**config.mk**
```make
export PLATFORM = sky130hd
export DESIGN_NAME = upm_top
export DESIGN_NICKNAME = d
export VERILOG_FILES = /design/src/verilog/upm_pkg.sv /design/src/verilog/cbb_clk_gen.sv /design/src/verilog/cbb_wrapper.sv /design/src/verilog/upm_counter.sv /design/src/verilog/upm_fabric.sv /design/src/verilog/upm_tdr.sv /design/src/verilog/upm_top.sv
export SDC_FILE = /design/constraint.sdc
export NUM_CORES = 1
export LEC_CHECK = 0
export BUFFER_PORTS_ARGS = -buffer_cell sky130_fd_sc_hd__buf_2
export CAP_MARGIN = 0
export CORE_ASPECT_RATIO = 0.9
export CORE_MARGIN = 8
export CORE_UTILIZATION = 50
export DETAILED_ROUTE_END_ITERATION = 10
export PLACE_DENSITY = 0.66
export SLEW_MARGIN = 5
export SYNTH_ARGS = -nofsm -noshare
export SYNTH_HDL_FRONTEND = slang
export SYNTH_SLANG_ARGS = --single-unit
```
**constraint.sdc**
```tcl
create_clock -name tck -period 6.4 [get_ports tck]
set_input_delay 0.32 -clock tck [delete_from_list [all_inputs] [get_ports tck]]
set_output_delay 0.32 -clock tck [all_outputs]
set_load 0.02 [all_outputs]
```
**src/verilog/upm_pkg.sv**
```systemverilog
//----------------------------------------------------------------------
// field widths shared by all packed structs below
// chain word has the wrapper register in bits 0..8 and fabric above it
//----------------------------------------------------------------------
package upm_pkg;

        localparam int upm_count_w = 20;        // edge count width
        localparam int upm_win_w   = 4;         // window exponent width
        localparam int cbb_div_w   = 4;         // divider setting width

        // scan strobes as qualified by sel in the fabric
        typedef struct packed {
                logic capture;
                logic shift;
                logic update;
        } upm_scan_t;

        // measurement control loaded from the fabric register
        typedef struct packed {
                logic                 start;    // go on update
                logic                 clk_sel;  // generated clock 0 or 1
                logic [upm_win_w-1:0] win_log2; // window 2^n tck, min 4
        } upm_ctrl_t;

        //--------------------------------------------------------------
        // status captured into the fabric register
        //--------------------------------------------------------------
        typedef struct packed {
                logic                   busy;
                logic                   done;
                logic                   pwr_err;  // from the wrapper
                logic [upm_count_w-1:0] count;
        } upm_stat_t;

        // clock block config read back as written
        typedef struct packed {
                logic                 enable;
                logic [cbb_div_w-1:0] div0;     // clk0 toggles every div0+1
                logic [cbb_div_w-1:0] div1;     // clk1 toggles every div1+1
        } cbb_cfg_t;

        // fabric stage (23) plus wrapper stage (9)
        localparam int upm_chain_len = $bits(upm_stat_t) + $bits(cbb_cfg_t);

endpackage

```
**src/verilog/cbb_clk_gen.sv**
```systemverilog
//----------------------------------------------------------------------
// output is a tck-derived level toggling every div+1 cycles
//----------------------------------------------------------------------
module cbb_clk_gen (
        input  logic                          tck,
        input  logic                          reset,
        input  logic                          restart,
        input  logic                          run,
        input  logic [upm_pkg::cbb_div_w-1:0] div,
        output logic                          clk_out
);
        import upm_pkg::*;

        logic [cbb_div_w-1:0] cnt;      // cycles to next toggle
        logic                 clk_q;

        //--------------------------------------------------------------
        // divider
        //--------------------------------------------------------------
        always_ff @(posedge tck) begin
                if (reset) begin
                        cnt   <= '0;
                        clk_q <= 1'b0;
                end else if (restart) begin
                        // new config, start from low
                        cnt   <= div;
                        clk_q <= 1'b0;
                end else if (!run) begin
                        cnt   <= div;   // parked low
                        clk_q <= 1'b0;
                end else if (cnt == '0) begin
                        cnt   <= div;
                        clk_q <= ~clk_q;
                end else begin
                        cnt   <= cnt - cbb_div_w'(1);
                end
        end

        assign clk_out = clk_q;

endmodule

```
**src/verilog/cbb_wrapper.sv**
```systemverilog
//----------------------------------------------------------------------
// one model for every clock block flavour, dividers off while iso_n low
// power enable error holds until the next update or reset
//----------------------------------------------------------------------
module cbb_wrapper (
        input  logic               tck,
        input  logic               reset,
        input  upm_pkg::upm_scan_t strobe,
        input  logic               si,
        input  logic               iso_n,
        output logic [1:0]         clk_out,
        output logic               so,
        output logic               power_enable_error
);
        import upm_pkg::*;

        cbb_cfg_t cfg;          // divider settings from the chain
        logic     run;
        logic     pwr_err;

        // wrapper register, config is also what gets captured
        upm_tdr #(
                .update_t  (cbb_cfg_t),
                .capture_t (cbb_cfg_t)
        ) cfg_tdr (
                .tck         (tck),
                .reset       (reset),
                .strobe      (strobe),
                .si          (si),
                .capture_val (cfg),
                .so          (so),
                .update_val  (cfg)
        );

        //--------------------------------------------------------------
        // dividers
        //--------------------------------------------------------------
        assign run = cfg.enable & iso_n;        // isolated -> both held low

        cbb_clk_gen clk_gen0 (
                .tck     (tck),
                .reset   (reset),
                .restart (strobe.update),
                .run     (run),
                .div     (cfg.div0),
                .clk_out (clk_out[0])
        );

        cbb_clk_gen clk_gen1 (
                .tck     (tck),
                .reset   (reset),
                .restart (strobe.update),
                .run     (run),
                .div     (cfg.div1),
                .clk_out (clk_out[1])
        );

        // enabled while isolated is an error, sticky
        always_ff @(posedge tck) begin
                if (reset) begin
                        pwr_err <= 1'b0;
                end else if (strobe.update) begin
                        pwr_err <= 1'b0;        // cleared by new config
                end else if (cfg.enable && !iso_n) begin
                        pwr_err <= 1'b1;
                end
        end

        assign power_enable_error = pwr_err;

endmodule

```
**src/verilog/upm_counter.sv**
```systemverilog
//----------------------------------------------------------------------
// counts rising edges of the selected clock over 2^win_log2 tck
// window below 2^4 is raised to 2^4, a new start restarts at once
//----------------------------------------------------------------------
module upm_counter (
        input  logic               tck,
        input  logic               reset,
        input  upm_pkg::upm_ctrl_t ctrl,
        input  logic               ctrl_load,
        input  logic [1:0]         clk_in,
        output upm_pkg::upm_stat_t stat
);
        import upm_pkg::*;

        localparam int win_cnt_w = 2 ** upm_win_w;     // holds 2^15 - 1

        logic                   start;
        logic [upm_win_w-1:0]   win_eff;        // clamped exponent
        logic [win_cnt_w-1:0]   win_cnt;        // cycles left in window
        logic                   sel_q;          // clock select for this run
        logic [1:0]             clk_q;          // last sampled clock levels
        logic [1:0]             rise;
        logic                   busy;
        logic                   done;
        logic [upm_count_w-1:0] count;

        // start only when the control reg was just loaded
        assign start   = ctrl_load & ctrl.start;
        assign win_eff = (ctrl.win_log2 < upm_win_w'(4)) ? upm_win_w'(4) : ctrl.win_log2;

        //--------------------------------------------------------------
        // edge detect on both generated clocks
        //--------------------------------------------------------------
        always_ff @(posedge tck) begin
                if (reset) begin
                        clk_q <= '0;
                end else begin
                        clk_q <= clk_in;
                end
        end

        assign rise = clk_in & ~clk_q;          // level went 0 -> 1

        //--------------------------------------------------------------
        // window and edge counters
        //--------------------------------------------------------------
        always_ff @(posedge tck) begin
                if (reset) begin
                        busy    <= 1'b0;
                        done    <= 1'b0;
                        count   <= '0;
                        win_cnt <= '0;
                        sel_q   <= 1'b0;
                end else if (start) begin
                        // fresh run, also when already busy
                        busy    <= 1'b1;
                        done    <= 1'b0;
                        count   <= '0;
                        sel_q   <= ctrl.clk_sel;
                        win_cnt <= (win_cnt_w'(1) << win_eff) - win_cnt_w'(1);
                end else if (busy) begin
                        if (rise[sel_q]) begin
                                count <= count + upm_count_w'(1);
                        end
                        if (win_cnt == '0) begin
                                busy <= 1'b0;   // window over
                                done <= 1'b1;   // count now held
                        end else begin
                                win_cnt <= win_cnt - win_cnt_w'(1);
                        end
                end
        end

        // pwr_err comes from the wrapper, merged in the fabric
        always_comb begin
                stat.busy    = busy;
                stat.done    = done;
                stat.pwr_err = 1'b0;
                stat.count   = count;
        end

endmodule

```
**src/verilog/upm_fabric.sv**
```systemverilog
//----------------------------------------------------------------------
// strobes are gated by sel here, the wrapper only sees the result
// ctrl_load trails a qualified update by one tck
//----------------------------------------------------------------------
module upm_fabric (
        input  logic               tck,
        input  logic               reset,
        input  logic               capture,
        input  logic               shift,
        input  logic               update,
        input  logic               sel,
        input  logic               si,
        input  logic [1:0]         cbb_clk_in,
        input  logic               reg_so,
        input  logic               cbb_power_en_error,
        output upm_pkg::upm_scan_t scan_out,
        output logic               reg_si,
        output logic               so
);
        import upm_pkg::*;

        upm_scan_t scan_q;      // strobes after sel
        upm_ctrl_t ctrl;        // measurement control reg
        upm_stat_t cnt_stat;    // status from the counter
        upm_stat_t stat_cap;    // status with wrapper error merged
        logic      ctrl_load;

        //--------------------------------------------------------------
        // strobe qualification
        //--------------------------------------------------------------
        always_comb begin
                scan_q.capture = capture & sel;
                scan_q.shift   = shift & sel;
                scan_q.update  = update & sel;
        end

        assign scan_out = scan_q;       // same strobes go to the wrapper

        // ctrl reg is valid now, tell the counter
        always_ff @(posedge tck) begin
                if (reset) begin
                        ctrl_load <= 1'b0;
                end else begin
                        ctrl_load <= scan_q.update;
                end
        end

        always_comb begin
                stat_cap         = cnt_stat;
                stat_cap.pwr_err = cbb_power_en_error;
        end

        // fabric register, first in the chain after si
        upm_tdr #(
                .update_t  (upm_ctrl_t),
                .capture_t (upm_stat_t)
        ) ctrl_tdr (
                .tck         (tck),
                .reset       (reset),
                .strobe      (scan_q),
                .si          (si),
                .capture_val (stat_cap),
                .so          (reg_si),          // on to the wrapper reg
                .update_val  (ctrl)
        );

        upm_counter counter (
                .tck       (tck),
                .reset     (reset),
                .ctrl      (ctrl),
                .ctrl_load (ctrl_load),
                .clk_in    (cbb_clk_in),
                .stat      (cnt_stat)
        );

        assign so = reg_so;     // chain tail comes back from the wrapper

endmodule

```
**src/verilog/upm_tdr.sv**
```systemverilog
//----------------------------------------------------------------------
// shift stage is as long as the wider payload, capture zero-extended
// strobe priority capture > shift > update, all sampled on rising tck
//----------------------------------------------------------------------
module upm_tdr #(
        parameter type update_t  = logic,
        parameter type capture_t = logic
) (
        input  logic               tck,
        input  logic               reset,
        input  upm_pkg::upm_scan_t strobe,
        input  logic               si,
        input  capture_t           capture_val,
        output logic               so,
        output update_t            update_val
);

        localparam int upd_w = $bits(update_t);
        localparam int cap_w = $bits(capture_t);
        localparam int len   = (upd_w > cap_w) ? upd_w : cap_w;

        logic [len-1:0] stage;          // shift stage
        logic [len-1:0] cap_ext;        // capture payload padded to len
        logic           do_update;

        // pad the capture payload with zeros on top
        always_comb begin
                cap_ext = '0;
                cap_ext[cap_w-1:0] = capture_val;
        end

        //--------------------------------------------------------------
        // shift stage
        //--------------------------------------------------------------
        always_ff @(posedge tck) begin
                if (reset) begin
                        stage <= '0;
                end else if (strobe.capture) begin
                        stage <= cap_ext;
                end else if (strobe.shift) begin
                        stage <= {si, stage[len-1:1]};  // lsb leaves first
                end
        end

        // update loses to capture and shift
        assign do_update = strobe.update & ~strobe.capture & ~strobe.shift;

        // payload register, valid the cycle after the update edge
        always_ff @(posedge tck) begin
                if (reset) begin
                        update_val <= '0;
                end else if (do_update) begin
                        update_val <= update_t'(stage[upd_w-1:0]);
                end
        end

        assign so = stage[0];   // serial out to next stage

endmodule

```
**src/verilog/upm_top.sv**
```systemverilog
//----------------------------------------------------------------------
// all logic runs on tck, reset is synchronous active high
//----------------------------------------------------------------------
module upm_top (
        input  logic tck,
        input  logic reset,
        input  logic iso_n,
        input  logic capture,
        input  logic shift,
        input  logic update,
        input  logic sel,
        input  logic si,
        output logic so
);
        import upm_pkg::*;

        upm_scan_t  scan;               // qualified strobes to the wrapper
        logic       reg_si;             // fabric reg -> wrapper reg
        logic       reg_so;             // wrapper reg -> chain out
        logic [1:0] cbb_clk;            // generated clocks
        logic       cbb_pwr_err;

        //--------------------------------------------------------------
        // monitor fabric
        //--------------------------------------------------------------
        upm_fabric upm1 (
                .tck                (tck),
                .reset              (reset),
                .capture            (capture),
                .shift              (shift),
                .update             (update),
                .sel                (sel),
                .si                 (si),
                .cbb_clk_in         (cbb_clk),
                .reg_so             (reg_so),
                .cbb_power_en_error (cbb_pwr_err),
                .scan_out           (scan),
                .reg_si             (reg_si),
                .so                 (so)
        );

        // clock source, last in the chain
        cbb_wrapper cbb_wrap (
                .tck                (tck),
                .reset              (reset),
                .strobe             (scan),
                .si                 (reg_si),
                .iso_n              (iso_n),
                .clk_out            (cbb_clk),
                .so                 (reg_so),
                .power_enable_error (cbb_pwr_err)
        );

endmodule
```
==> results.yml, run 1 <==
routing:
  drt-total-wl_um: 10200
  ant_nets: 0
  firstDrtPassIters: 4
  drt_iter0_markers: 376
  drc: 0
  wl_per_cell_um: 14.3
  num_vias: 3949
  via_per_inst: 5.55
timing:
  setup-violations-final: 0
  fin_setup_tns_ns: 0
  hold_viol: 0
  fmax_ghz: 0.403
  rsz0062_at_grt: "false"
  slew_viol_final: 0
  finalCritPeriodShare_pct: 38.7
  fin_crit_ns: 2.48
  fin_skew_ns: 0.0164
  slew_headroom_pct: 22.1
  whs_ns: 0.164
  worst_pin_slew_ns: 1.17
job:
  cap_violations: 0
global_routing:
  grt_max_degree: 79
  grt_pass1_wl_um: 17700
  grt-ovfl-total: 0
  antenna_found_initial: 0
  grt_pass1_vias: 3594
  grt_usage_pct: 16.4
layout:
  syn_to_final_growth_pct: 4.79
  multi_input_area_mm2: 0.00244
  final_cell_mix: "107 x nor2_1, 100 x dfxtp_1, 78 x nand2_1"
  diodes: 0
  final_common_cell: "nor2_1"
  regArea_mm2: 0.00200
  nFillCells: 893
  final_nets: 597
  drive_above_1_share_pct: 4.41
setup_path:
  critPathLaunchType: "flip-flop"
  cp_top_family: "simple AND/OR/NAND/NOR gates"
  crit_type: "reg2reg"
  crit_path_max_fanout: 6
  required_ns: 6.68
  crit_arrival_ns: 2.76
  crit_chain: "or3_4, nor4_1, a2111oi_0, xnor2_1, a211oi_1"
  critPathCaptureType: "flip-flop"
  r2r-start: "upm1.counter.win_cnt[10]"
  rrSetupSlack_ns: 3.92
  reg2regPathDepth: 5
  crit_start: "upm1.counter.win_cnt[10]"
  cp_slowest_cell: "nor4_1"
  timing.rr.end: "upm1.counter.win_cnt[6]"
  path_buf_inv: 0
  slowest_delay_ns: 0.85
synth:
  synth.avg_cell_area_um2: 7.68
  synth_area_mm2: 0.00468
  ys_seq_area_share_pct: 42.8
  ys.flop_type: "dfxtp_1"
  ys_types: 44
  ys_ff_latch: 100
  synthCells: 609
  yosysWarnings: 0
  synth_edf_count: 0
  async_flop_share_pct: 0
floorplanning:
  die_h_um: 108
  die_x_um: 118
  rows: 33
  start_util_pct: 51.3
  core_mm2: 0.00913
  die_area_mm2: 0.0127
  ios: 9
worst_hold_path:
  hp-class: "in2reg"
  hold_end: "cbb_wrap.power_enable_error"
  hold_path_depth: 2
  min-delay-start: "update"
placed_design:
  io_buffer_count: 8
  dp_hpwl_um: 6480
  gp_congestion: 0.852
clocking:
  htreeDepth: 3
  cts_buffers: 9
  cts.sinks: 100
  clockRootBuffer: "clkbuf_8"
  tritoncts: "built"
  cts_max_path_buffers: 2
  clock_latency_ns: 0.36
  cts_resized: 0
  cts_hold_buf: 0
  postCtsSetupRepairBufs: 0
  clk_pin_slew_worst_paths_ns: 0.10
run_status:
  run_status: "finished, final reports clean"
power:
  clockPowerShare_pct: 36.0
  p_int_uw: 851
  p_switching_uw: 285
  vdd_drop_max_mv: 0.114
  pwr-share-comb_pct: 7.0
  seqPwrFrac_pct: 57.1
  switching_share_pct: 25.1
  p_leak_uw: 0.00166
  power_density_mw_per_mm2: 232
-- sequential cells by signal, summed over array words and instances (netlist names) --
register	cells
cbb_wrap.cfg_tdr.stage	9
cbb_wrap.cfg_tdr.update_val	9
cbb_wrap.clk_gen0.clk_out	1
cbb_wrap.clk_gen0.cnt	4
cbb_wrap.clk_gen1.clk_out	1
cbb_wrap.clk_gen1.cnt	4
cbb_wrap.power_enable_error	1
upm1.counter.busy	1
upm1.counter.clk_q	2
upm1.counter.count	20
upm1.counter.done	1
upm1.counter.sel_q	1
upm1.counter.win_cnt	16
upm1.ctrl_load	1
upm1.ctrl_tdr.stage	23
upm1.ctrl_tdr.update_val	6
-- metal layers --
| metal | part of all wire, % | vias up | track usage (%) |
|---|---|---|---|
| li1 | - | 2047 | - |
| met1 | 52 | 1826 | 23.9 |
| met2 | 43 | 72 | 23.7 |
| met3 | 4.5 | 4 | 3.62 |
| met4 | 0.52 | 0 | 4.75 |
| met5 | 0 | - | 0 |
-- logic make-up after synthesis --
group	Yosys count	synth area share, %
multiplexers	2	0.428
AND/OR/NAND/NOR	259	24.4
AO/OA/AOI/OAI	150	20.1
other	1	0.0802
adder cells (fa/ha/maj)	5	1.34
flip-flops	100	42.8
buffers and inverters	62	5.16
XOR/XNOR	30	5.62
-- worst max-delay path by stage --
stage | to | slack (ns) | depth (start not counted)
after global routing | upm1.counter.win_cnt[8] | 3.73 | 5
after global placement | upm1.counter.win_cnt[6] | 4.02 | 5
after detailed placement | upm1.counter.win_cnt[8] | 4.02 | 5
after CTS | upm1.counter.win_cnt[8] | 3.98 | 5
after floorplan | upm1.counter.win_cnt[2] | 4.40 | 7
final | upm1.counter.win_cnt[6] | 3.92 | 5
-- power by group through the flow --
stage / sequential, uW / clock [uW] / combinational [uW]
CTS: 648 / 419 / 78.7
global placement: 662 / 0 / 77.2
detailed placement: 662 / 0 / 78.3
finish: 648 / 408 / 79.1
global route: 650 / 443 / 91.5
floorplan: 660 / 0 / 63.6
-- cells in the mapped netlist, types with 3 or more instances --
cell type  count  area (um^2)
xor2_1         6         52.6
o22ai_1        3         18.8
xnor2_1       24          210
dfxtp_1      100         2000
nand3_1       11         55.1
a21oi_1       36          180
nand2_1       78          293
and2_1         3         18.8
buf_1          6         22.5
ha_1           5         62.6
nor2_1       107          402
inv_1         15         56.3
o211ai_1       5         37.5
clkbuf_1      39          146
nor4_1         5         31.3
nor3_1        23          115
or3_1          9         56.3
a211oi_1      45          338
a21o_1         3         22.5
o21a_1         3         22.5
o21ai_0       44          220
o2111ai_1      3         26.3
nor3b_1        4         30.0
or4_1          3         22.5
nor2b_1        3         18.8
-- per-stage QoR --
step	power [uW]	setup WS, ns	util, %	area [um^2]	instances
finish	1140	3.92	53.7	4900	711
global route	1180	3.73	53.7	4900	711
CTS	1150	3.98	53.7	4900	711
detailed placement	741	4.02	51.6	4700	695
global placement	739	4.02	51.6	4700	695
floorplan	723	4.40	-	4680	610
-- worst reg2reg max path: stages, from the launching register on --
cell and delay, ns:
dfxtp_1 0.36, or3_4 0.43, nor4_1 0.85, a2111oi_0 0.32, xnor2_1 0.21, a211oi_1 0.23
-- cell type report --
cell class / count / area share (%)
well taps: 122 / 3.11
flip-flops and latches: 100 / 40.8
multi-input cells: 448 / 49.7
clock inverters: 5 / 1.35
clock buffers: 11 / 2.68
inverters: 15 / 1.15
repair buffers: 10 / 1.12
Note: power is estimated with default switching activity, not from simulation.
==> run 2, diff against run 1 <==
- PLACE_DENSITY: 0.66 -> 0.68
- clock period: 6.4 -> 2 ns (I/O delays scaled with it)
==> run 2 against run 1 <==
Effect of this change: critical path depth up 1; cell area up 5.1%; sequential share of layout area down 2.0 points; core utilization up 2.7 points; final cell count up 3.1%; clock-buffer cell count unchanged; clock skew down 0.0076 ns; sequential power rose to 3.2 times the previous value; global-route usage up 0.94 points; flip-flop and latch count unchanged; die area unchanged; non-clock buffer count up 22; largest power group unchanged.
==> results.yml, run 2 (synthesized netlist as in run 1, its figures left out) <==
setup_path:
  timing.rr.end: "upm1.counter.win_cnt[11]"
  crit_arrival_ns: 2.20
  critPathLaunchType: "flip-flop"
  crit_type: "reg2reg"
  crit_start: "upm1.counter.win_cnt[12]"
  rrSetupSlack_ns: 0.06
  reg2regPathDepth: 6
  required_ns: 2.27
  r2r-start: "upm1.counter.win_cnt[12]"
  crit_path_max_fanout: 5
  critPathCaptureType: "flip-flop"
power:
  p_leak_uw: 0.00181
  power_density_mw_per_mm2: 731
  vdd_drop_max_mv: 0.611
layout:
  final_cell_mix: "107 x nor2_1, 100 x dfxtp_1, 78 x nand2_1"
  final_common_cell: "nor2_1"
  final_nets: 619
  stdcell_area_mm2: 0.00515
  syn_to_final_growth_pct: 10.1
  diodes: 0
  largest_reg_flops: 23
  top_register: "upm1.ctrl_tdr.stage"
  final_core_util_pct: 56.5
  drive_above_1_share_pct: 9.17
  nFillCells: 828
  reg.largest.list: "upm1.ctrl_tdr.stage (23), upm1.counter.count (20), upm1.counter.win_cnt (16)"
run_status:
  run_status: "finished, final reports clean"
floorplanning:
  die_x_um: 118
  rows: 33
  ios: 9
  die_h_um: 108
  die_area_mm2: 0.0127
  core_mm2: 0.00913
  start_util_pct: 51.3
routing:
  ant_nets: 0
  num_vias: 4160
  firstDrtPassIters: 5
  via_per_inst: 5.68
  drc: 0
  drt_iter0_markers: 351
  wl_per_cell_um: 15.1
  drt-total-wl_um: 11100
global_routing:
  antenna_found_initial: 0
  grt-ovfl-total: 0
  grt_max_degree: 54
  grt_pass1_wl_um: 18400
  grt_pass1_vias: 3797
  grt_usage_pct: 17.4
timing:
  slew_viol_final: 0
  whs_ns: 0.0343
  fin_ws_ns: 0.0642
  finalCritPeriodShare_pct: 96.8
  rsz0062_at_grt: "false"
  fin_skew_ns: 0.00882
  worst_pin_slew_ns: 0.651
  fmax_ghz: 0.517
  setup-violations-final: 0
  slew_headroom_pct: 56.6
  hold_viol: 0
  fin_setup_tns_ns: 0
  fin_crit_ns: 1.94
clocking:
  cts.sinks: 100
  cts_buffers: 9
  htreeDepth: 3
  cts_max_path_buffers: 2
  clockRootBuffer: "clkbuf_8"
  tritoncts: "built"
  clk_pin_slew_worst_paths_ns: 0.10
  clock_latency_ns: 0.37
worst_hold_path:
  hp-class: "in2reg"
  hold_end: "upm1.ctrl_load"
  hold_path_depth: 3
  min-delay-start: "sel"
placed_design:
  dpl_worst_slack_ns: -0.0195
  placed_cell_area_mm2: 0.00487
  io_buffer_count: 8
  dp_hpwl_um: 7180
  gp_congestion: 0.830
job:
  cap_violations: 0
==> run 2: worst max path at each step <==
stage | endpoint
final | upm1.counter.win_cnt[11]
after global routing | upm1.counter.win_cnt[11]
after CTS | upm1.counter.win_cnt[2]
after detailed placement | upm1.counter.win_cnt[2]
after global placement | upm1.counter.win_cnt[11]
after floorplan | upm1.counter.win_cnt[2]
==> run 2: what timing repair did <==
action,4_1_cts,5_1_grt
endpoints found under the setup margin,2,15
hold endpoints to repair,1,0
hold buffers,1,0
pin swaps,0,3
buffers inserted,0,1
cloned,0,0
resized for setup,0,12
==> run 2: per-stage QoR <==
stage | instances | total power (uW)
after global placement | 715 | 2380
after global routing | 733 | 3920
final | 733 | 3760
after floorplan | 610 | 2310
after detailed placement | 715 | 2390
after CTS | 732 | 3790
==> run 2: power breakdown <==
group	internal (uW)	switching (uW)	total, uW
Clock	733	680	1410
Sequential	2040	34.0	2070
Combinational	96.4	179	276
==> run 2: layer usage <==
| metal | wire length, um | vias to the layer above | share of wire [%] | GRT usage (%) |
|---|---|---|---|---|
| met4 | 88 | 0 | 0.80 | 4.20 |
| met3 | 537 | 13 | 4.9 | 4.77 |
| li1 | - | 2089 | - | - |
| met1 | 5340 | 1960 | 48 | 22.6 |
| met2 | 5080 | 98 | 46 | 28.1 |
| met5 | 0 | - | 0 | 0 |
==> run 2: layout make-up <==
class | instances | area (um^2) | share of cell area [%]
clock buffer | 11 | 141 | 2.74
clock inverter | 5 | 75.1 | 1.46
inverter | 15 | 56.3 | 1.09
multi-input combinational | 448 | 2490 | 48.3
sequential | 100 | 2000 | 38.9
tap | 122 | 153 | 2.96
timing repair buffer | 32 | 235 | 4.57
==> run 2: critical path, stage by stage (launching register included) <==
cell and delay (ns):
dfxtp_1 0.33, or3_4 0.39, or4_4 0.43, buf_4 0.17, o21ai_0 0.17, a21oi_1 0.12
a32o_1 0.23
==> run 3, diff against run 2 <==
- CORE_ASPECT_RATIO: 0.9 -> 0.5
- CORE_UTILIZATION: 50 -> 45
- PLACE_DENSITY: 0.68 -> unset
==> run 3 against run 2 <==
Effect of this change: register-to-register slack barely moved; clock skew fell by 0.0024 ns; global-route usage fell by 1.1 points; sequential share of layout area fell by 1.0 points; critical path depth did not move; cell area rose by 2.7%; combinational power barely moved; highest routed layer unchanged.
==> results.yml, run 3 (synthesized netlist as in run 1, its figures left out) <==
run_status:
  run_status: "finished, final reports clean"
clocking:
  htreeDepth: 3
  cts_max_path_buffers: 2
  clockRootBuffer: "clkbuf_16"
  clock_latency_ns: 0.34
  cts_buffers: 9
  tritoncts: "built"
  clk_pin_slew_worst_paths_ns: 0.07
  cts.sinks: 100
setup_path:
  rrSetupSlack_ns: 0.07
  crit_type: "reg2reg"
  cp_slowest_cell: "or4_4"
  slowest_delay_ns: 0.43
  r2r-start: "upm1.counter.win_cnt[12]"
  crit_start: "upm1.counter.win_cnt[12]"
  critPathCaptureType: "flip-flop"
  critPathLaunchType: "flip-flop"
  required_ns: 2.21
  timing.rr.end: "upm1.counter.win_cnt[3]"
  crit_arrival_ns: 2.14
  crit_path_max_fanout: 5
  crit_chain: "or3_4, or4_4, buf_4, o211ai_1, xor2_1, a21oi_1"
  reg2regPathDepth: 6
  crit_end: "upm1.counter.win_cnt[3]"
floorplanning:
  rows: 26
  die_x_um: 160
  ios: 9
  core_mm2: 0.0101
  die_h_um: 88.1
  start_util_pct: 46.1
  die_area_mm2: 0.0141
routing:
  firstDrtPassIters: 5
  via_per_inst: 5.38
  ant_nets: 0
  drc: 0
  drt-total-wl_um: 11000
  drt_iter0_markers: 287
  num_vias: 4074
  wl_per_cell_um: 14.6
layout:
  drive_above_1_share_pct: 10.2
  final_nets: 625
  top_register: "upm1.ctrl_tdr.stage"
  final_common_cell: "nor2_1"
  final_cell_mix: "107 x nor2_1, 100 x dfxtp_1, 78 x nand2_1"
  reg.largest.list: "upm1.ctrl_tdr.stage (23), upm1.counter.count (20), upm1.counter.win_cnt (16)"
  diodes: 0
  syn_to_final_growth_pct: 13.1
  largest_reg_flops: 23
global_routing:
  grt-ovfl-total: 0
  antenna_found_initial: 0
  grt_pass1_wl_um: 18900
  grt_max_degree: 41
  grt_pass1_vias: 3770
  grt_usage_pct: 16.3
timing:
  slew_headroom_pct: 60.8
  fin_skew_ns: 0.00637
  whs_ns: 0.0949
  fin_setup_tns_ns: 0
  slew_viol_final: 0
  fin_crit_ns: 1.93
  hold_viol: 0
  fmax_ghz: 0.518
  setup-violations-final: 0
  finalCritPeriodShare_pct: 96.5
  worst_pin_slew_ns: 0.588
job:
  cap_violations: 0
power:
  p_leak_uw: 0.00188
  power_density_mw_per_mm2: 778
  vdd_drop_max_mv: 0.362
worst_hold_path:
  hp-class: "in2reg"
placed_design:
  dp_hpwl_um: 7290
  io_buffer_count: 8
  gp_congestion: 0.860
==> run 3: power by group <==
part           switching (uW)  internal, uW
Clock                     735          1030
Sequential               32.6          2040
Combinational             178          98.0
==> run 3: per-layer routing <==
layer	routed length (um)	part of all wire [%]	track usage, %
met5	0	0	0
met2	4950	45	25.9
met3	455	4.1	4.69
met1	5480	50	21.1
met4	140	1.3	5.81
==> run 3: through the flow <==
stage / cell area [um^2] / util [%] / power (uW) / cells / setup WS [ns]
global placement: 4930 / 48.6 / 2390 / 740 / 0.00576
CTS: 5250 / 51.7 / 4150 / 757 / -0.00896
floorplan: 4680 / - / 2310 / 610 / 0.0178
global route: 5290 / 52.1 / 4290 / 757 / -0.0109
detailed placement: 4930 / 48.6 / 2390 / 740 / -0.0230
finish: 5290 / 52.1 / 4120 / 757 / 0.0702
==> run 3: repair_timing <==
action	in CTS	in global routing
resized for setup	2	10
buffers inserted	0	0
hold buffers	1	0
endpoints found under the setup margin	2	13
hold endpoints to repair	1	0
pin swaps	0	3
==> run 3: layout make-up <==
cell class | instances | area (um^2)
fillers | 1011 | 4860
inverters | 15 | 56.3
well taps | 140 | 175
repair buffers | 38 | 268
multi-input cells | 448 | 2490
clock inverters | 4 | 47.5
clock buffers | 12 | 256
flip-flops and latches | 100 | 2000
==> run 3: how the worst min path moves through the flow <==
stage,startpoint,cells past startpoint,to
6_report,sel,3,upm1.ctrl_load
3_3_place_gp,update,2,cbb_wrap.power_enable_error
3_5_place_dp,update,2,cbb_wrap.power_enable_error
2_1_floorplan,update,1,cbb_wrap.power_enable_error
5_1_grt,sel,3,upm1.ctrl_load
4_1_cts,sel,3,upm1.ctrl_load
==> run 3: critical path: cells and delay by family (launching register included) <==
kind | cells | cell delay, ns
AND/OR/NAND/NOR | 2 | 0.82
flip-flops | 1 | 0.32
AO/OA/AOI/OAI | 2 | 0.30
XOR/XNOR | 1 | 0.19
buffers and inverters | 1 | 0.17
